`config.mk`:
```
export PLATFORM = sky130hd
export DESIGN_NAME = fetch_stage_flat
export DESIGN_NICKNAME = d
export VERILOG_FILES = /design/src/verilog/fetch_pkg.sv /design/src/verilog/imem_if.sv /design/src/verilog/fetch_stage.sv /design/src/flat_wrapper.sv
export VERILOG_INCLUDE_DIRS = /design/src /design/src/verilog
export SDC_FILE = /design/constraint.sdc
export NUM_CORES = 1
export LEC_CHECK = 0
export ABC_CLOCK_PERIOD_IN_PS = 4720
export BUFFER_PORTS_ARGS = -buffer_cell sky130_fd_sc_hd__buf_2
export CAP_MARGIN = 10
export CORE_MARGIN = 10
export CORE_UTILIZATION = 40
export CTS_CLUSTER_SIZE = 30
export DETAILED_ROUTE_END_ITERATION = 10
export RECOVER_POWER = 25
export SETUP_SLACK_MARGIN = 0.3
export SYNTH_ARGS = -nofsm -noshare
export SYNTH_HDL_FRONTEND = slang
export SYNTH_SLANG_ARGS = --single-unit
export TNS_END_PERCENT = 30
```
`constraint.sdc`:
```
create_clock -name clk -period 4.72 [get_ports clk]
set_clock_uncertainty 0.05 [all_clocks]
set_input_delay 0.472 -clock clk [delete_from_list [all_inputs] [get_ports clk]]
set_output_delay 0.472 -clock clk [all_outputs]
set_load 0.005 [all_outputs]
```
`src/verilog/fetch_settings.svh`:
```
`ifndef FETCH_SETTINGS_SVH
`define FETCH_SETTINGS_SVH

// ~~~~~~~~~~~~~~~~~~~~~~~~~~~~~~~~~~~~~~~~~~~~~~~~~~~~~~~~~~
// Datapath and memory sizing
// ~~~~~~~~~~~~~~~~~~~~~~~~~~~~~~~~~~~~~~~~~~~~~~~~~~~~~~~~~~
`define FETCH_XLEN 32             // pc and instruction width
`define FETCH_MEM_WORDS 256       // Instruction RAM depth
`define FETCH_MAX_LATENCY 7       // Upper clamp for response latency

// ~~~~~~~~~~~~~~~~~~~~~~~~~~~~~~~~~~~~~~~~~~~~~~~~~~~~~~~~~~
// Host register map
// ~~~~~~~~~~~~~~~~~~~~~~~~~~~~~~~~~~~~~~~~~~~~~~~~~~~~~~~~~~
`define FETCH_WB_ADDR_W 12        // Byte address width
`define FETCH_MEM_WINDOW 12'h400  // Start of instruction memory window

`endif

```
`src/verilog/fetch_pkg.sv`:
```
`default_nettype none

package fetch_pkg;

    typedef enum logic [1:0] {
        idle,
        wait_ready,        // Want to issue a request
        wait_valid,        // Request outstanding
        hold               // Word parked while decode stalls
    } fetch_state_e;

    typedef enum logic {
        mem_idle,
        mem_busy
    } mem_state_e;

    // Index is byte offset / 4
    typedef enum logic [1:0] {
        reg_ctrl         = 2'd0,
        reg_reset_vector = 2'd1,
        reg_latency      = 2'd2,
        reg_fetch_count  = 2'd3
    } ctrl_reg_e;

    typedef enum logic [6:0] {
        op_imm    = 7'b0010011,
        op_lui    = 7'b0110111,
        op_jal    = 7'b1101111,
        op_branch = 7'b1100011,
        op_load   = 7'b0000011
    } opcode_e;

    // addi x0, x0, 0
    parameter logic [31:0] INST_NOP = {12'd0, 5'd0, 3'b000, 5'd0, op_imm};

endpackage

`default_nettype wire

```
`src/verilog/imem_if.sv`:
```
`timescale 1ns/1ps
`default_nettype none
`include "fetch_settings.svh"

interface imem_if;

    logic                   start;
    logic                   ready;
    logic [`FETCH_XLEN-1:0] addr;
    logic [`FETCH_XLEN-1:0] data;
    logic                   data_valid;

    modport fetch (
        output start,
        output addr,
        input  ready,
        input  data,
        input  data_valid
    );

    modport memory (
        input  start,
        input  addr,
        output ready,
        output data,
        output data_valid
    );

endinterface

`default_nettype wire

```
`src/verilog/fetch_stage.sv`:
```
`timescale 1ns/1ps
`default_nettype none
`include "fetch_settings.svh"

module fetch_stage (
    input  logic                   clk,
    input  logic                   rst,
    input  logic                   enable,
    input  logic [`FETCH_XLEN-1:0] reset_vector,
    input  logic                   redirect,
    input  logic [`FETCH_XLEN-1:0] redirect_pc,
    input  logic                   stall,
    imem_if.fetch                  mem,
    output logic                   id_valid,
    output logic [`FETCH_XLEN-1:0] id_pc,
    output logic [`FETCH_XLEN-1:0] id_inst,
    output logic                   delivered
);

    fetch_pkg::fetch_state_e state;

    logic [`FETCH_XLEN-1:0] pc;          // Address of the word in flight or held
    logic [`FETCH_XLEN-1:0] inst_q;
    logic [`FETCH_XLEN-1:0] hold_inst;
    logic                   discard;     // Outstanding response is stale
    logic                   resp_ok;
    logic                   issue_next;
    logic [`FETCH_XLEN-1:0] rv_aligned;
    logic [`FETCH_XLEN-1:0] rd_aligned;

    assign rv_aligned = {reset_vector[`FETCH_XLEN-1:2], 2'b00};
    assign rd_aligned = {redirect_pc[`FETCH_XLEN-1:2], 2'b00};

    assign resp_ok    = (state == fetch_pkg::wait_valid) && mem.data_valid
                        && !discard && !redirect;
    assign issue_next = resp_ok && !stall && enable;   // Back-to-back with delivery

    // ~~~~~~~~~~~~~~~~~~~~~~~~~~~~~~~~~~~~~~~~~~~~~~~~~~~~~~~~~~
    // Request port
    // ~~~~~~~~~~~~~~~~~~~~~~~~~~~~~~~~~~~~~~~~~~~~~~~~~~~~~~~~~~
    always_comb begin
        mem.start = 1'b0;
        mem.addr  = pc;
        if (!redirect && mem.ready) begin
            if (state == fetch_pkg::wait_ready && enable) begin
                mem.start = 1'b1;
            end else if (issue_next) begin
                mem.start = 1'b1;
                mem.addr  = pc + `FETCH_XLEN'(4);
            end
        end
    end

    // ~~~~~~~~~~~~~~~~~~~~~~~~~~~~~~~~~~~~~~~~~~~~~~~~~~~~~~~~~~
    // Control FSM
    // ~~~~~~~~~~~~~~~~~~~~~~~~~~~~~~~~~~~~~~~~~~~~~~~~~~~~~~~~~~
    always_ff @(posedge clk) begin
        if (rst) begin
            state    <= fetch_pkg::idle;
            pc       <= '0;
            discard  <= 1'b0;
            id_valid <= 1'b0;
        end else begin
            if (!stall || redirect) begin
                id_valid <= 1'b0;          // Taken by decode or flushed
            end
            case (state)
                fetch_pkg::idle: begin
                    if (enable) begin
                        pc    <= rv_aligned;
                        state <= fetch_pkg::wait_ready;
                    end
                end
                fetch_pkg::wait_ready: begin
                    if (redirect) begin
                        pc <= rd_aligned;
                    end else if (!enable) begin
                        state <= fetch_pkg::idle;
                    end else if (mem.ready) begin
                        state <= fetch_pkg::wait_valid;
                    end
                end
                fetch_pkg::wait_valid: begin
                    if (redirect) begin
                        pc      <= rd_aligned;
                        discard <= !mem.data_valid;
                        if (mem.data_valid) begin
                            state <= fetch_pkg::wait_ready;
                        end
                    end else if (mem.data_valid) begin
                        if (discard) begin
                            discard <= 1'b0;
                            state   <= fetch_pkg::wait_ready;
                        end else if (stall) begin
                            state <= fetch_pkg::hold;
                        end else begin
                            id_valid <= 1'b1;
                            pc       <= pc + `FETCH_XLEN'(4);
                            state    <= enable ? fetch_pkg::wait_valid : fetch_pkg::idle;
                        end
                    end
                end
                fetch_pkg::hold: begin
                    if (redirect) begin
                        pc    <= rd_aligned;
                        state <= fetch_pkg::wait_ready;
                    end else if (!stall) begin
                        id_valid <= 1'b1;
                        pc       <= pc + `FETCH_XLEN'(4);
                        state    <= fetch_pkg::wait_ready;
                    end
                end
                default: state <= fetch_pkg::idle;
            endcase
        end
    end

    // Output and holding registers
    always_ff @(posedge clk) begin
        if (resp_ok && !stall) begin
            id_pc  <= pc;
            inst_q <= mem.data;
        end else if (state == fetch_pkg::hold && !redirect && !stall) begin
            id_pc  <= pc;
            inst_q <= hold_inst;
        end
        if (resp_ok && stall) begin
            hold_inst <= mem.data;
        end
    end

    assign id_inst   = id_valid ? inst_q : fetch_pkg::INST_NOP;
    assign delivered = id_valid && !stall;

    // ~~~~~~~~~~~~~~~~~~~~~~~~~~~~~~~~~~~~~~~~~~~~~~~~~~~~~~~~~~
    // Checks
    // ~~~~~~~~~~~~~~~~~~~~~~~~~~~~~~~~~~~~~~~~~~~~~~~~~~~~~~~~~~
    hold_under_stall: assert property (@(posedge clk) disable iff (rst)
        id_valid && stall && !redirect |=> id_valid && $stable(id_pc) && $stable(id_inst));

    pc_aligned: assert property (@(posedge clk) disable iff (rst)
        id_valid |-> id_pc[1:0] == 2'b00);

endmodule

`default_nettype wire

```
`src/flat_wrapper.sv`:
```
// flat-port wrapper written by rule: the top's interface ports become plain ports
module fetch_stage_flat 
  (clk, rst, enable, reset_vector, redirect, redirect_pc, stall, id_valid, id_pc, id_inst, delivered, mem_start, mem_addr, mem_ready, mem_data, mem_data_valid);
  imem_if mem_i ();
  input  logic clk;
  input  logic rst;
  input  logic enable;
  input  logic [`FETCH_XLEN-1:0] reset_vector;
  input  logic redirect;
  input  logic [`FETCH_XLEN-1:0] redirect_pc;
  input  logic stall;
  output logic id_valid;
  output logic [`FETCH_XLEN-1:0] id_pc;
  output logic [`FETCH_XLEN-1:0] id_inst;
  output logic delivered;
  output wire logic [$bits(mem_i.start)-1:0] mem_start;
  output wire logic [$bits(mem_i.addr)-1:0] mem_addr;
  input wire logic [$bits(mem_i.ready)-1:0] mem_ready;
  input wire logic [$bits(mem_i.data)-1:0] mem_data;
  input wire logic [$bits(mem_i.data_valid)-1:0] mem_data_valid;
  assign mem_start = mem_i.start;
  assign mem_addr = mem_i.addr;
  assign mem_i.ready = mem_ready;
  assign mem_i.data = mem_data;
  assign mem_i.data_valid = mem_data_valid;
  fetch_stage u_core (.clk(clk), .rst(rst), .enable(enable), .reset_vector(reset_vector), .redirect(redirect), .redirect_pc(redirect_pc), .stall(stall), .mem(mem_i), .id_valid(id_valid), .id_pc(id_pc), .id_inst(id_inst), .delivered(delivered));
endmodule
```
==> impl_metrics.yaml <==
synthesis:
  yosys.area.top_type: "edfxtp_1"
  yosys.area_share.adder_pct: 1.121
  synth_cells: 627
  ys.flop_type: "edfxtp_1"
  synth_xor_area_share_pct: 5.233
  synth-async-reset-ratio_pct: 0
  synth.area.mux_share_pct: 5.532
  avgSynthCellArea_sq_um: 10.68
  synthesis.area_sq_um: 6695
  yosysTopAreaCellShare_pct: 42.16
  yosys_warnings: 0
  synth_compound_area_share_pct: 13.75
  synth_edf_count: 94
  synth_seq_area_share_pct: 52.33
  yosys.area_share.simple_pct: 17.60
  synth_top_family_by_area: "simple AND/OR/NAND/NOR gates"
  ys_types: 60
  ys_ff_latch: 128
  synth.area.top_cells: "edfxtp_1 (42%), dfxtp_1 (10%), mux2_2 (5.4%), and2_1 (3.6%), xnor2_1 (3.4%)"
cts:
  cts_hold_buf: 0
  cts.clk_slew.worst_paths_ps: 60
  cts.htree.levels: 4
  cts-buffers-inserted: 17
  post_cts_buffers: 0
  clock_sinks: 128
  cts-root-buf: "clkbuf_16"
  clockBufferDepth: 2
  cts_resized: 0
  clock_latency_ps: 420
  tritoncts: "built"
grt:
  grt_max_degree: 42
  antenna_found_initial: 0
  grt_pass1_wl_microns: 31970
  grt_overflow_total: 0
  grt_pass1_vias: 5922
  grt_usage_pct: 18.11
timing:
  period_share_pct: 81.28
  finalSetupTns_ps: 0
  hold_viol_final: 0
  period_needed_ps: 3836
  rsz0062_at_grt: "no"
  setup_ws_ps: 883.8
  slew_viol_final: 0
  clock.fmax_mhz: 260.7
  setup_viol: 0
  hold_ws_ps: 199.4
  relSlewSlack_pct: 19.78
  timing_worst_slew_pin_value_ps: 1200
floorplanning:
  start_util_pct: 40.66
  dieHeight_microns: 149.4
  fp.coreArea_sq_um: 16470
  io_pins: 202
  rows: 47
  die_area_sq_um: 22310
  die_w_microns: 149.4
critical_path:
  cp_max_fo: 12
  reg2reg_slack_ps: 1900
  reg2reg_from: "u_core.state[0]$_SDFFE_PP0P_"
  crit_chain: "inv_1 > ha_1 > nand3b_1 > or3_1 > nor3_1 > nand4_1 > xnor2_1 > buf_2"
  crit_path_max_incr_delay_ps: 700
  ff2ff_path_depth: 7
  reg2reg_to: "u_core.pc[3]$_SDFFE_PP0P_"
  cpMaxStageDelayCell: "or3_1"
  setup.worst_path.class: "flop to primary output"
  cp.arrival_ps: 3310
  cp_data_required_time_ps: 4200
  cp-start-kind: "flop"
  worstSetupEndpointType: "primary output"
outcome:
  status: "finished, final reports clean"
finish:
  drive_gt1_share_pct: 30.63
  final_core_util_pct: 51.02
  final_area_sq_um: 8401
  mostFrequentLayoutCells: "buf_2 (152), edfxtp_1 (94), nand2_1 (44), clkbuf_1 (41)"
  area_growth_pct: 25.47
  fin_cells: 1034
  layout_commonest_cell: "buf_2"
  fin_nets: 909
routing:
  drc_errors: 0
  via_per_inst: 5.563
  wl_per_cell_microns: 19.93
  antenna_left: 0
  totalWireLength_microns: 20610
  drt_iter0_markers: 481
  vias: 5752
  dr.pass1.iters: 5
flow_run:
  maxCapViolations: 0
pwr:
  p_leak_nw: 3.190
  p_per_area_nw_per_um2: 376.0
  ir_worst_vdd_v: 0.0002443
  power_mw: 3.159
place:
  place_area_sq_um: 7840
  port_buffers: 193
  place_ws_ps: 1350
  hpwl_microns: 14360
  dp_cells: 1001
  gp_congestion: 0.8409
min_path:
  min_from: "mem_data[9]"
  min_path_type: "input pin to flop"
  min_path_cells: 1
  holdPathEnd: "u_core.hold_inst[9]$_DFFE_PP_"
[where the power goes]
part           internal, mW  switching, mW  total [mW]
registers              1.26         0.0985        1.35
clock network         0.836          0.515        1.35
logic                 0.195          0.259       0.453
[metal layers]
metal / routed length [microns] / part of all wire (%) / track usage [%]
met1: 8673 / 42 / 22.67
met2: 9624 / 47 / 29.12
met3: 1993 / 9.7 / 5.613
met4: 316 / 1.5 / 5.839
met5: 0 / 0 / 0
[critical path, delay by kind of cell (launching register included)]
| kind | cells | cell delay (ps) |
|---|---|---|
| buffers and inverters | 2 | 260 |
| adders and majority gates | 1 | 400 |
| and+or+nand+nor | 4 | 1720 |
| xor gates and xnor gates | 1 | 170 |
| DFF | 1 | 340 |
[cells by family (layout without fill, tap and decap cells)]
family | after synthesis | after routing
mux | 33 | 33
compound gates | 129 | 129
fa+ha+maj | 6 | 6
simple gates | 220 | 220
buf+inv | 70 | 253
other cells | 1 | 5
flops | 128 | 128
xor+xnor | 40 | 40
[state kept, by name (all words and copies together), names as in the netlist]
signal,flops
u_core.id_valid,1
u_core.pc,30
u_core.hold_inst,32
u_core.inst_q,32
u_core.state,2
u_core.id_pc,30
u_core.discard,1
[synth_stat cells (all sizes together) (4+ instances only)]
library cell,n
buf,11
o32ai,6
o31a,5
nor2b,5
clkbuf,44
o41ai,6
nand2b,9
nor3,20
nand4,14
a221oi,11
or3,6
and2,38
nand3,19
a21o,4
a31o,6
a21oi,22
o211ai,6
inv,13
o21ai,21
nand2,44
or4,4
edfxtp,94
xor2,14
and4,4
or2,4
mux2,32
ha,6
a31oi,14
dfxtp,34
nor2,39
a221o,4
nor4,7
xnor2,26
[worst max-delay path by stage]
stage / slack, ps / startpoint / end
after floorplan: 620 / stall / u_core.id_pc[10]$_DFFE_PP_
after global placement: 1460 / redirect / mem_addr[23]
after detailed placement: 1350 / u_core.state[0]$_SDFFE_PP0P_ / mem_addr[31]
after CTS: 880 / u_core.state[0]$_SDFFE_PP0P_ / mem_addr[31]
after global routing: 660 / u_core.state[0]$_SDFFE_PP0P_ / mem_addr[31]
final: 880 / u_core.state[0]$_SDFFE_PP0P_ / mem_addr[31]
[area by class of cell]
| class | count | area, sq um |
|---|---|---|
| Sequential cell | 128 | 3503 |
| Inverter | 15 | 56.30 |
| Multi-Input combinational cell | 432 | 2942 |
| Clock inverter | 15 | 183.9 |
| Antenna cell | 1 | 2.502 |
| Fill cell | 1543 | 8065 |
| Timing Repair Buffer | 206 | 1012 |
| Clock buffer | 17 | 425.4 |
| Tap cell | 220 | 275.3 |
Power figures use the tool's default switching activity.
