**config.mk**
```make
export PLATFORM = sky130hd
export DESIGN_NAME = fetch_ctrl
export DESIGN_NICKNAME = d
export VERILOG_FILES = /design/src/verilog/fetch_pkg.sv /design/src/verilog/fetch_ctrl.sv
export VERILOG_INCLUDE_DIRS = /design/src /design/src/verilog
export SDC_FILE = /design/constraint.sdc
export NUM_CORES = 1
export LEC_CHECK = 0
export BUFFER_PORTS_ARGS = -buffer_cell sky130_fd_sc_hd__buf_2
export CAP_MARGIN = 15
export CORE_ASPECT_RATIO = 2
export CORE_MARGIN = 2
export CORE_UTILIZATION = 32
export DETAILED_ROUTE_END_ITERATION = 16
export PLACE_DENSITY = 0.55
export SYNTH_ARGS = -nofsm -noshare
export SYNTH_HDL_FRONTEND = slang
export SYNTH_SLANG_ARGS = --single-unit
```
**constraint.sdc**
```tcl
create_clock -name clk -period 3 [get_ports clk]
set_input_delay 0.45 -clock clk [delete_from_list [all_inputs] [get_ports clk]]
set_output_delay 0.45 -clock clk [all_outputs]
set_load 0.1 [all_outputs]
```
**src/verilog/fetch_settings.svh**
```systemverilog
`ifndef FETCH_SETTINGS_SVH
`define FETCH_SETTINGS_SVH

// ~~~~~~~~~~~~~~~~~~~~~~~~~~~~~~~~~~~~~~~~~~~~~~~~~~~~~~~~~~
// Datapath and memory sizing
// ~~~~~~~~~~~~~~~~~~~~~~~~~~~~~~~~~~~~~~~~~~~~~~~~~~~~~~~~~~
`define FETCH_XLEN 32             // pc and instruction width
`define FETCH_MEM_WORDS 256       // Instruction RAM depth
`define FETCH_MAX_LATENCY 7       // Upper clamp for response latency

// ~~~~~~~~~~~~~~~~~~~~~~~~~~~~~~~~~~~~~~~~~~~~~~~~~~~~~~~~~~
// Host register map
// ~~~~~~~~~~~~~~~~~~~~~~~~~~~~~~~~~~~~~~~~~~~~~~~~~~~~~~~~~~
`define FETCH_WB_ADDR_W 12        // Byte address width
`define FETCH_MEM_WINDOW 12'h400  // Start of instruction memory window

`endif

```
**src/verilog/fetch_pkg.sv**
```systemverilog
`default_nettype none

package fetch_pkg;

    typedef enum logic [1:0] {
        idle,
        wait_ready,        // Want to issue a request
        wait_valid,        // Request outstanding
        hold               // Word parked while decode stalls
    } fetch_state_e;

    typedef enum logic {
        mem_idle,
        mem_busy
    } mem_state_e;

    // Index is byte offset / 4
    typedef enum logic [1:0] {
        reg_ctrl         = 2'd0,
        reg_reset_vector = 2'd1,
        reg_latency      = 2'd2,
        reg_fetch_count  = 2'd3
    } ctrl_reg_e;

    typedef enum logic [6:0] {
        op_imm    = 7'b0010011,
        op_lui    = 7'b0110111,
        op_jal    = 7'b1101111,
        op_branch = 7'b1100011,
        op_load   = 7'b0000011
    } opcode_e;

    // addi x0, x0, 0
    parameter logic [31:0] INST_NOP = {12'd0, 5'd0, 3'b000, 5'd0, op_imm};

endpackage

`default_nettype wire

```
**src/verilog/fetch_ctrl.sv**
```systemverilog
`timescale 1ns/1ps
`default_nettype none
`include "fetch_settings.svh"

module fetch_ctrl (
    input  logic                        clk,
    input  logic                        rst,
    input  logic                        wb_cyc,
    input  logic                        wb_stb,
    input  logic                        wb_we,
    input  logic [`FETCH_WB_ADDR_W-1:0] wb_adr,
    input  logic [`FETCH_XLEN-1:0]      wb_dat_w,
    input  logic [3:0]                  wb_sel,
    output logic [`FETCH_XLEN-1:0]      wb_dat_r,
    output logic                        wb_ack,
    input  logic                        delivered,
    output logic                        enable,
    output logic [`FETCH_XLEN-1:0]      reset_vector,
    output logic [2:0]                  latency,
    output logic                        mem_wr_en,
    output logic [7:0]                  mem_wr_addr,
    output logic [`FETCH_XLEN-1:0]      mem_wr_data
);

    logic                        access;
    logic                        wr_access;
    logic                        reg_hit;
    logic                        in_window;
    logic [`FETCH_WB_ADDR_W-1:0] win_off;
    fetch_pkg::ctrl_reg_e        reg_idx;
    logic [`FETCH_XLEN-1:0]      fetch_count;
    logic [`FETCH_XLEN-1:0]      rd_val;
    logic [`FETCH_XLEN-1:0]      ctrl_new;
    logic [`FETCH_XLEN-1:0]      rv_new;
    logic [`FETCH_XLEN-1:0]      lat_new;

    function automatic logic [31:0] apply_sel(
        input logic [31:0] old_val,
        input logic [31:0] new_val,
        input logic [3:0]  sel
    );
        logic [31:0] res;
        res = old_val;
        for (int b = 0; b < 4; b++) begin
            if (sel[b]) begin
                res[8*b +: 8] = new_val[8*b +: 8];
            end
        end
        return res;
    endfunction

    // ~~~~~~~~~~~~~~~~~~~~~~~~~~~~~~~~~~~~~~~~~~~~~~~~~~~~~~~~~~
    // Address decode
    // ~~~~~~~~~~~~~~~~~~~~~~~~~~~~~~~~~~~~~~~~~~~~~~~~~~~~~~~~~~
    assign access    = wb_cyc && wb_stb && !wb_ack;    // One ack per strobe
    assign wr_access = access && wb_we;
    assign reg_hit   = wb_adr[`FETCH_WB_ADDR_W-1:4] == '0;
    assign in_window = wb_adr >= `FETCH_MEM_WINDOW;
    assign win_off   = wb_adr - `FETCH_MEM_WINDOW;
    assign reg_idx   = fetch_pkg::ctrl_reg_e'(wb_adr[3:2]);

    assign ctrl_new = apply_sel({31'd0, enable}, wb_dat_w, wb_sel);
    assign rv_new   = apply_sel(reset_vector, wb_dat_w, wb_sel);
    assign lat_new  = apply_sel({29'd0, latency}, wb_dat_w, wb_sel);

    // Window writes go straight to the RAM
    assign mem_wr_en   = wr_access && in_window;
    assign mem_wr_addr = win_off[9:2];
    assign mem_wr_data = wb_dat_w;

    always_comb begin
        rd_val = '0;                                   // Window and holes read zero
        if (reg_hit) begin
            case (reg_idx)
                fetch_pkg::reg_ctrl:         rd_val = {31'd0, enable};
                fetch_pkg::reg_reset_vector: rd_val = reset_vector;
                fetch_pkg::reg_latency:      rd_val = {29'd0, latency};
                fetch_pkg::reg_fetch_count:  rd_val = fetch_count;
                default:                     rd_val = '0;
            endcase
        end
    end

    // ~~~~~~~~~~~~~~~~~~~~~~~~~~~~~~~~~~~~~~~~~~~~~~~~~~~~~~~~~~
    // Registers
    // ~~~~~~~~~~~~~~~~~~~~~~~~~~~~~~~~~~~~~~~~~~~~~~~~~~~~~~~~~~
    always_ff @(posedge clk) begin
        if (rst) begin
            wb_ack       <= 1'b0;
            enable       <= 1'b0;
            reset_vector <= '0;
            latency      <= 3'd1;
            fetch_count  <= '0;
        end else begin
            wb_ack <= access;
            if (wr_access && reg_hit) begin
                case (reg_idx)
                    fetch_pkg::reg_ctrl:         enable       <= ctrl_new[0];
                    fetch_pkg::reg_reset_vector: reset_vector <= rv_new;
                    fetch_pkg::reg_latency:      latency      <= lat_new[2:0];
                    default: ;
                endcase
            end
            if (wr_access && reg_hit && reg_idx == fetch_pkg::reg_fetch_count) begin
                fetch_count <= '0;                     // Any value clears
            end else if (delivered) begin
                fetch_count <= fetch_count + 1'b1;
            end
        end
    end

    always_ff @(posedge clk) begin
        if (access) begin
            wb_dat_r <= rd_val;
        end
    end

endmodule

`default_nettype wire

```
==> results of run 1 <==
[metrics by stage]
step	util, %	std cells	area [µm²]	hold WS [ns]
after CTS	39.83	788	5903	0.3419
after global placement	37.37	772	5538	0.4597
after global routing	39.83	788	5903	0.3615
after detailed placement	37.37	772	5538	0.4769
final	39.83	788	5903	0.3480
after floorplan	-	472	4843	0.4515
[per-layer routing]
layer  up-vias  part of all wire [%]  track usage (%)
li1       1884                     -                -
met1      1844                    37            15.40
met2        86                    58            29.66
met3        10                   3.0            1.943
met4         0                   1.7            5.871
met5         -                     0                0
[synth_stat cells]
library cell	n
nor2_1	83
dfxtp_1	69
mux2i_1	65
buf_4	41
edfxtp_1	32
a21oi_1	20
nand2_1	18
or4_1	15
nand3_1	14
o31ai_1	14
clkbuf_1	13
nand4_1	11
and3_1	6
o21ai_0	6
or3_1	6
xnor2_1	6
xor2_1	6
and4_1	5
nand3b_1	4
nor3_1	4
nor4_4	4
buf_2	3
buf_6	3
dlygate4sd1_1	3
inv_1	3
nor4_1	3
a22oi_1	2
mux2_2	2
a21bo_2	1
and2_1	1
buf_1	1
clkbuf_8	1
ha_1	1
mux4_2	1
nand4b_1	1
nand4b_4	1
nor2b_1	1
nor3b_1	1
or4_4	1
[kinds of logic (layout without fill, tap and decap cells)]
family,count (synthesis),in the layout,synth area share (%)
muxes,68,68,14.36
AOI/OAI and AO/OA,43,43,5.373
DFF,101,101,48.36
adders and majority gates,1,1,0.2583
xor gates and xnor gates,12,12,2.170
buffers and inverters,68,189,9.507
and+or+nand+nor,179,179,19.97
[flip-flops by register name, summed over array words and instances (netlist names)]
name          count
wb_dat_r         32
fetch_count      32
latency           3
wb_ack            1
reset_vector     32
enable            1
[report_power, final]
| group | internal [W] | total, W | switching, W | leakage [nW] |
|---|---|---|---|---|
| clock network | 0.000902 | 0.00142 | 0.000520 | 0.173 |
| registers | 0.00142 | 0.00143 | 0.00000962 | 0.855 |
| logic | 0.0000788 | 0.000507 | 0.000428 | 1.32 |
[path summary, 6_finish.rpt]
path / start / end / slack, ns / depth (start not counted)
setup / recovery: fetch_count[0] / fetch_count[22] / 0.66 / 5
hold / removal: wb_dat_w[19] / reset_vector[19] / 0.35 / 3
setup reg to reg: fetch_count[0] / fetch_count[22] / 0.66 / 5
hold reg to reg: fetch_count[31] / fetch_count[31] / 0.48 / 2
[final cells by class]
type | instances | share of cell area, %
flip-flops and latches | 101 | 39.68
multi-input cells | 303 | 35.01
repair buffers | 170 | 14.79
well taps | 195 | 4.133
clock buffers | 10 | 3.879
clock inverters | 6 | 2.310
inverters | 3 | 0.1908
[critical path, cell delays in order, from the launching register on]
cell and delay, ns:
dfxtp_1 0.44, ha_1 0.26, nand3_1 0.08, or4_1 0.70, or4_1 0.60, a21oi_1 0.17
==> results.sh, run 1 <==
export IMPL_status="complete, no violations"
export IMPL_ys_ff_latch=101
export IMPL_cts_sinks=101
export IMPL_max_cap_viol_count=0
export IMPL_max_slew_margin_rel_pct=56.92
export IMPL_grt_pass1_wl_um=18800
export IMPL_synth_fp_nets=527
export IMPL_cts_root_buf="clkbuf_16"
export IMPL_cts_resized=0
export IMPL_ant_nets=0
export IMPL_vias_per_cell=4.853
export IMPL_fin_skew_ns=0.006619
export IMPL_synthToLayoutAreaGrowth_pct=21.88
export IMPL_chipHeight_um=178.0
export IMPL_ys_seq_area_share_pct=48.36
export IMPL_pre_cts_slack_ns=0.6781
export IMPL_drc=0
export IMPL_vias=3824
export IMPL_rsz0062_at_grt="false"
export IMPL_dp_hpwl_um=9083
export IMPL_hold_viol=0
export IMPL_std_cell_rows=63
export IMPL_gp_congestion=0.7966
export IMPL_cts_buffer_depth=2
export IMPL_clk_latency_ns=0.34
export IMPL_fp_dieArea_um2=16200
export IMPL_synth_distinct_cells=39
export IMPL_port_buffers=161
export IMPL_arrival_ns=2.61
export IMPL_synth_area_leaders="dfxtp_1, edfxtp_1, mux2i_1"
export IMPL_start_kind="flop"
export IMPL_fin_crit_ns=2.338
export IMPL_wirelength_um=12320
export IMPL_power_leakage_nw=2.344
export IMPL_wl_per_cell_um=15.64
export IMPL_first_pass_iters=4
export IMPL_cts_inserted_buffers=9
export IMPL_slew_viol_final=0
export IMPL_pin_count=164
export IMPL_fillers=1542
export IMPL_layout_nets=643
export IMPL_critPathKind="flop to flop"
export IMPL_tightest_slew_ns=0.6443
export IMPL_cts_htree_levels=3
export IMPL_seqCellArea_um2=2342
export IMPL_num_antenna_cells=0
export IMPL_cts_tree="built"
export IMPL_layout_commonest_cell="buf_2"
export IMPL_syn_area_per_cell_um2=10.26
export IMPL_peakVddDrop_mv=0.3025
export IMPL_multi_input_area_um2=2067
export IMPL_drive_gt1_share_pct=33.39
export IMPL_core_area_um2=14820
export IMPL_layout_common_cells="buf_2, nor2_1, dfxtp_1"
export IMPL_cp_end_kind="flop"
export IMPL_cts_hold_fix_buffers=0
export IMPL_fin_crit_sh_pct=77.93
export IMPL_grt_max_degree=37
export IMPL_final_setup_tns_ns=0
export IMPL_start_util_pct=32.68
export IMPL_synth_area_um2=4843
export IMPL_yosys_area_top_type_share_pct=28.52
export IMPL_final_setup_worst_slack_ns=0.6621
export IMPL_power_density_nw_per_um2=569.7
export IMPL_synth_cells=472
export IMPL_final_setup_viol_count=0
export IMPL_clk_pin_slew_ns=0.07
export IMPL_die_w_um=91.00
export IMPL_yosysTopAreaCell="dfxtp_1"
export IMPL_postCtsSetupRepairBufs=0
export IMPL_yosys_warnings=0
export IMPL_worstPathMaxFanout=18
export IMPL_antenna_found_initial=0
export IMPL_track_usage_pct=14.91
export IMPL_hold_path_class="input port to flop"
export IMPL_fmax_ghz=0.4277
export IMPL_drt_iter0_markers=119
export IMPL_total_power_w=0.003363
export IMPL_cp_data_required_time_ns=3.27
export IMPL_grt_overflow=0
export IMPL_grt_pass1_vias=3626
(Power assumes the default switching activity.)
==> inputs of run 2 (changes only) <==
--- a/config.mk
+++ b/config.mk
@@ -12,7 +12,7 @@
 export CORE_MARGIN = 2
 export CORE_UTILIZATION = 32
 export DETAILED_ROUTE_END_ITERATION = 16
-export PLACE_DENSITY = 0.55
+export PLACE_DENSITY = 0.57
 export SYNTH_ARGS = -nofsm -noshare
 export SYNTH_HDL_FRONTEND = slang
 export SYNTH_SLANG_ARGS = --single-unit
==> constraint.sdc (replaced) <==
create_clock -name clk -period 2 [get_ports clk]
set_input_delay 0.3 -clock clk [delete_from_list [all_inputs] [get_ports clk]]
set_output_delay 0.3 -clock clk [all_outputs]
set_load 0.1 [all_outputs]
==> run 2 against run 1 <==
Core utilization up 1.8 points. Highest routed layer unchanged. Routed wire length up 1.4%. Worst setup slack worse by 0.58 ns. Worst hold slack worse by 0.15 ns. Final cell count up 3.0%. Critical path depth unchanged. Die area unchanged. Sequential cell count unchanged.
==> results.sh, run 2 (same netlist as run 1, synthesis figures left out) <==
export IMPL_status="complete, no violations"
export IMPL_largestRegisters="fetch_count: 32 flops, reset_vector: 32 flops, wb_dat_r: 32 flops"
export IMPL_cts_buffer_depth=2
export IMPL_power_leakage_nw=2.474
export IMPL_gp_congestion=0.8060
export IMPL_peakVddDrop_mv=0.4752
export IMPL_layout_commonest_cell="buf_2"
export IMPL_fin_skew_ns=0.008110
export IMPL_stdcell_count=812
export IMPL_fmax_ghz=0.5204
export IMPL_cts_tree="built"
export IMPL_max_slew_margin_rel_pct=66.27
export IMPL_cts_sinks=101
export IMPL_dpl_cell_area_um2=5809
export IMPL_tightest_slew_ns=0.5094
export IMPL_fin_crit_ns=1.922
export IMPL_drc=0
export IMPL_track_usage_pct=14.99
export IMPL_max_cap_viol_count=0
export IMPL_std_cell_rows=63
export IMPL_clk_latency_ns=0.35
export IMPL_antenna_found_initial=0
export IMPL_multi_input_area_um2=2088
export IMPL_cp_data_required_time_ns=2.28
export IMPL_r2r_start="fetch_count[5]"
export IMPL_layout_nets=667
export IMPL_grt_overflow=0
export IMPL_arrival_ns=2.20
export IMPL_clk_pin_slew_ns=0.07
export IMPL_cp_end_kind="flop"
export IMPL_worst_path_buf_inv=1
export IMPL_num_antenna_cells=0
export IMPL_holdWs_ns=0.2006
export IMPL_layout_common_cells="buf_2, nor2_1, dfxtp_1"
export IMPL_ff2ff_path_depth=5
export IMPL_dp_hpwl_um=9531
export IMPL_design_area_um2=6175
export IMPL_fillers=1533
export IMPL_worstPathMaxFanout=9
export IMPL_cts_root_buf="clkbuf_16"
export IMPL_port_buffers=161
export IMPL_drt_iter0_markers=118
export IMPL_final_setup_tns_ns=0
export IMPL_drive_gt1_share_pct=37.12
export IMPL_start_util_pct=32.68
export IMPL_synthToLayoutAreaGrowth_pct=27.49
export IMPL_chipHeight_um=178.0
export IMPL_grt_pass1_vias=3786
export IMPL_die_w_um=91.00
export IMPL_min_from="wb_dat_w[27]"
export IMPL_grt_max_degree=33
export IMPL_seqCellArea_um2=2345
export IMPL_cts_inserted_buffers=9
export IMPL_critPathKind="flop to flop"
export IMPL_path_delay_family="simple AND/OR/NAND/NOR gates"
export IMPL_cp_depth=5
export IMPL_pin_count=164
export IMPL_cts_hold_fix_buffers=0
export IMPL_first_pass_iters=4
export IMPL_ant_nets=0
export IMPL_fin_crit_sh_pct=96.08
export IMPL_hold_viol=0
export IMPL_rsz0062_at_grt="false"
export IMPL_final_setup_viol_count=0
export IMPL_core_area_um2=14820
export IMPL_fp_dieArea_um2=16200
export IMPL_crit_slowest_cell="or4_4"
export IMPL_holdPathStages=3
export IMPL_grt_pass1_wl_um=19030
export IMPL_crit_path_cell_trace="nand3_1 > or4_4 > buf_6 > or4_1 > a21oi_1"
export IMPL_startpoint="fetch_count[5]"
export IMPL_cts_htree_levels=3
export IMPL_start_kind="flop"
export IMPL_vias_per_cell=4.809
export IMPL_dp_cells=795
export IMPL_hold_path_class="input port to flop"
export IMPL_wl_per_cell_um=15.39
export IMPL_power_density_nw_per_um2=797.7
export IMPL_slew_viol_final=0
export IMPL_wirelength_um=12490
export IMPL_vias=3905
export IMPL_total_power_w=0.004926
export IMPL_cp_slowest_stage_delay_ns=0.51
[run 2: final timing paths]
path                                          to  slack (ns)
worst max-delay path             fetch_count[24]        0.08
worst min-delay path            reset_vector[27]        0.20
worst max register to register   fetch_count[24]        0.08
worst min register to register   fetch_count[31]        0.48
[run 2: cell type report]
cell class	instances	share of cell area, %
sequential	101	37.97
multi-input combinational	303	33.82
timing repair buffer	194	18.54
tap	195	3.951
clock buffer	10	3.708
clock inverter	6	1.824
inverter	3	0.1824
[run 2: through the flow]
step / setup slack (ns) / utilization, %
global placement: -0.04234 / 39.20
detailed placement: -0.08880 / 39.20
CTS: 0.04192 / 41.51
global route: 0.006752 / 41.67
finish: 0.07835 / 41.67
floorplan: 0.05392 / -
[run 2: per-layer routing]
metal / GRT usage (%) / wire [µm]
met5: 0 / 0
met3: 2.366 / 368
met4: 5.619 / 219
met2: 30.86 / 7393
met1: 14.43 / 4512
[run 2: repair_timing]
item,4_1_cts,5_1_grt
buffers inserted,0,0
gates resized for setup,0,6
endpoints found under the setup margin,0,5
endpoints found under the hold margin,0,0
[run 2: worst min-delay path: cells and delay by family]
family                 cells  cell delay [ns]
muxes                      1             0.06
buffers and inverters      1             0.09
and+or+nand+nor            1             0.07
[run 2: power breakdown]
group          internal (W)  switching, W
registers           0.00214     0.0000113
logic              0.000138      0.000651
clock network       0.00122      0.000765
==> inputs of run 3 (changes only) <==
--- a/config.mk
+++ b/config.mk
@@ -12,7 +12,7 @@
 export CORE_MARGIN = 2
 export CORE_UTILIZATION = 32
 export DETAILED_ROUTE_END_ITERATION = 16
-export PLACE_DENSITY = 0.57
+export PLACE_DENSITY = 0.55
 export SYNTH_ARGS = -nofsm -noshare
 export SYNTH_HDL_FRONTEND = slang
 export SYNTH_SLANG_ARGS = --single-unit
==> constraint.sdc (replaced) <==
create_clock -name clk -period 2.2 [get_ports clk]
set_input_delay 0.33 -clock clk [delete_from_list [all_inputs] [get_ports clk]]
set_output_delay 0.33 -clock clk [all_outputs]
set_load 0.1 [all_outputs]
==> run 3 against run 2 <==
Sequential power decreased by 9.3%. Combinational power down 9.8%. Clock skew decreased by 0.00082 ns. Register-to-register slack better by 0.05 ns. First-iteration DRC count grew 12%. Fmax shrank 7.1%. Core utilization is 0.89 points lower. Largest cell class unchanged. Largest power group unchanged. Highest routed layer unchanged.
==> results.sh, run 3 (same netlist as run 1, synthesis figures left out) <==
export IMPL_fin_skew_ns=0.007290
export IMPL_drc=0
export IMPL_slew_viol_final=0
export IMPL_fillers=1530
export IMPL_arrival_ns=2.34
export IMPL_peakVddDrop_mv=0.3418
export IMPL_start_util_pct=32.68
export IMPL_die_w_um=91.00
export IMPL_ff2ff_path_depth=6
export IMPL_num_antenna_cells=0
export IMPL_worstPathMaxFanout=18
export IMPL_dp_hpwl_um=9385
export IMPL_pre_cts_slack_ns=0.01552
export IMPL_track_usage_pct=15.12
export IMPL_dpl_cell_area_um2=5713
export IMPL_hold_path_class="input port to flop"
export IMPL_max_cap_viol_count=0
export IMPL_critPathKind="flop to flop"
export IMPL_fmax_ghz=0.4837
export IMPL_chipHeight_um=178.0
export IMPL_hold_viol=0
export IMPL_power_density_nw_per_um2=733.0
export IMPL_rsz0062_at_grt="false"
export IMPL_cts_sinks=101
export IMPL_fp_dieArea_um2=16200
export IMPL_status="complete, no violations"
export IMPL_final_setup_viol_count=0
export IMPL_cts_buffer_depth=2
export IMPL_fin_crit_sh_pct=93.98
export IMPL_postCtsSetupRepairBufs=0
export IMPL_cts_tree="built"
export IMPL_clk_latency_ns=0.34
export IMPL_combPwrFrac_pct=16.1
export IMPL_fin_crit_ns=2.068
export IMPL_grt_overflow=0
export IMPL_synthToLayoutAreaGrowth_pct=24.77
export IMPL_cts_resized=0
export IMPL_port_buffers=161
export IMPL_grt_max_degree=33
export IMPL_wirelength_um=12410
export IMPL_max_slew_margin_rel_pct=65.76
export IMPL_cp_end_kind="flop"
export IMPL_fin_util_pct=40.78
export IMPL_start_kind="flop"
export IMPL_p_sw_w=0.001348
export IMPL_layout_common_cells="buf_2, nor2_1, dfxtp_1"
export IMPL_cts_root_buf="clkbuf_16"
export IMPL_vias=3911
export IMPL_cts_htree_levels=3
export IMPL_clk_pin_slew_ns=0.07
export IMPL_grt_pass1_vias=3812
export IMPL_drt_iter0_markers=132
export IMPL_vias_per_cell=4.895
export IMPL_switching_share_pct=30.44
export IMPL_core_area_um2=14820
export IMPL_cts_hold_fix_buffers=0
export IMPL_multi_input_area_um2=2069
export IMPL_holdPathStages=3
export IMPL_p_int_w=0.003081
export IMPL_pin_count=164
export IMPL_drive_gt1_share_pct=34.93
export IMPL_layout_commonest_cell="buf_2"
export IMPL_holdWs_ns=0.2294
export IMPL_power_leakage_nw=2.410
export IMPL_clockPowerShare_pct=39.9
export IMPL_final_setup_worst_slack_ns=0.1325
export IMPL_gp_congestion=0.7694
export IMPL_wl_per_cell_um=15.53
export IMPL_ant_nets=0
export IMPL_design_area_um2=6043
export IMPL_antenna_found_initial=0
export IMPL_cts_inserted_buffers=9
export IMPL_seqCellArea_um2=2342
export IMPL_largestRegisters="fetch_count: 32 flops, reset_vector: 32 flops, wb_dat_r: 32 flops"
export IMPL_cp_data_required_time_ns=2.47
export IMPL_final_setup_tns_ns=0
export IMPL_seq_power_share_pct=44.1
export IMPL_grt_pass1_wl_um=19380
export IMPL_tightest_slew_ns=0.5172
export IMPL_layout_nets=654
export IMPL_first_pass_iters=4
export IMPL_std_cell_rows=63
run 3: cell types whose count changed in the layout (fill, tap and decap cells not counted), sizes merged:
cell and change:
buf -13, bufinv -1, clkbuf -1, clkinvlp -2, inv +4
run 3: final timing paths:
check	startpoint	end	slack (ns)
worst max register to register	fetch_count[0]	fetch_count[22]	0.13
worst min register to register	latency[2]	latency[2]	0.48
worst min-delay path	wb_dat_w[28]	reset_vector[28]	0.23
worst max-delay path	fetch_count[0]	fetch_count[22]	0.13
run 3: power groups by stage:
stage / registers, W / logic [W] / clock network (W)
final: 0.00195 / 0.000712 / 0.00177
after global routing: 0.00195 / 0.000737 / 0.00188
after CTS: 0.00195 / 0.000719 / 0.00180
after detailed placement: 0.00200 / 0.000719 / 0
after global placement: 0.00199 / 0.000714 / 0
after floorplan: 0.00216 / 0.000444 / 0
run 3: layout make-up:
cell class	count	share of cell area (%)
sequential	101	38.76
multi-input combinational	303	34.24
timing repair buffer	181	17.31
tap	195	4.037
clock buffer	9	3.727
clock inverter	7	1.739
inverter	3	0.1863
run 3: worst max-delay path: stages (launching register included):
cell and delay, ns:
dfxtp_1 0.35, ha_1 0.23, nand3_1 0.10, or4_1 0.42, buf_4 0.21, or4_1 0.52, a21oi_1 0.17
run 3: metrics by stage:
step           total power, W  cells
3_5_place_dp         0.002714    783
4_1_cts              0.004474    799
5_1_grt              0.004569    799
3_3_place_gp         0.002709    783
2_1_floorplan        0.002606    472
6_report             0.004430    799
run 3: routing by layer:
metal | share of wire (%) | routed length (µm) | GRT usage [%]
met5 | 0 | 0 | 0
met3 | 3.2 | 401 | 2.493
met4 | 2.0 | 248 | 6.313
met2 | 58 | 7246 | 29.57
met1 | 36 | 4509 | 15.58
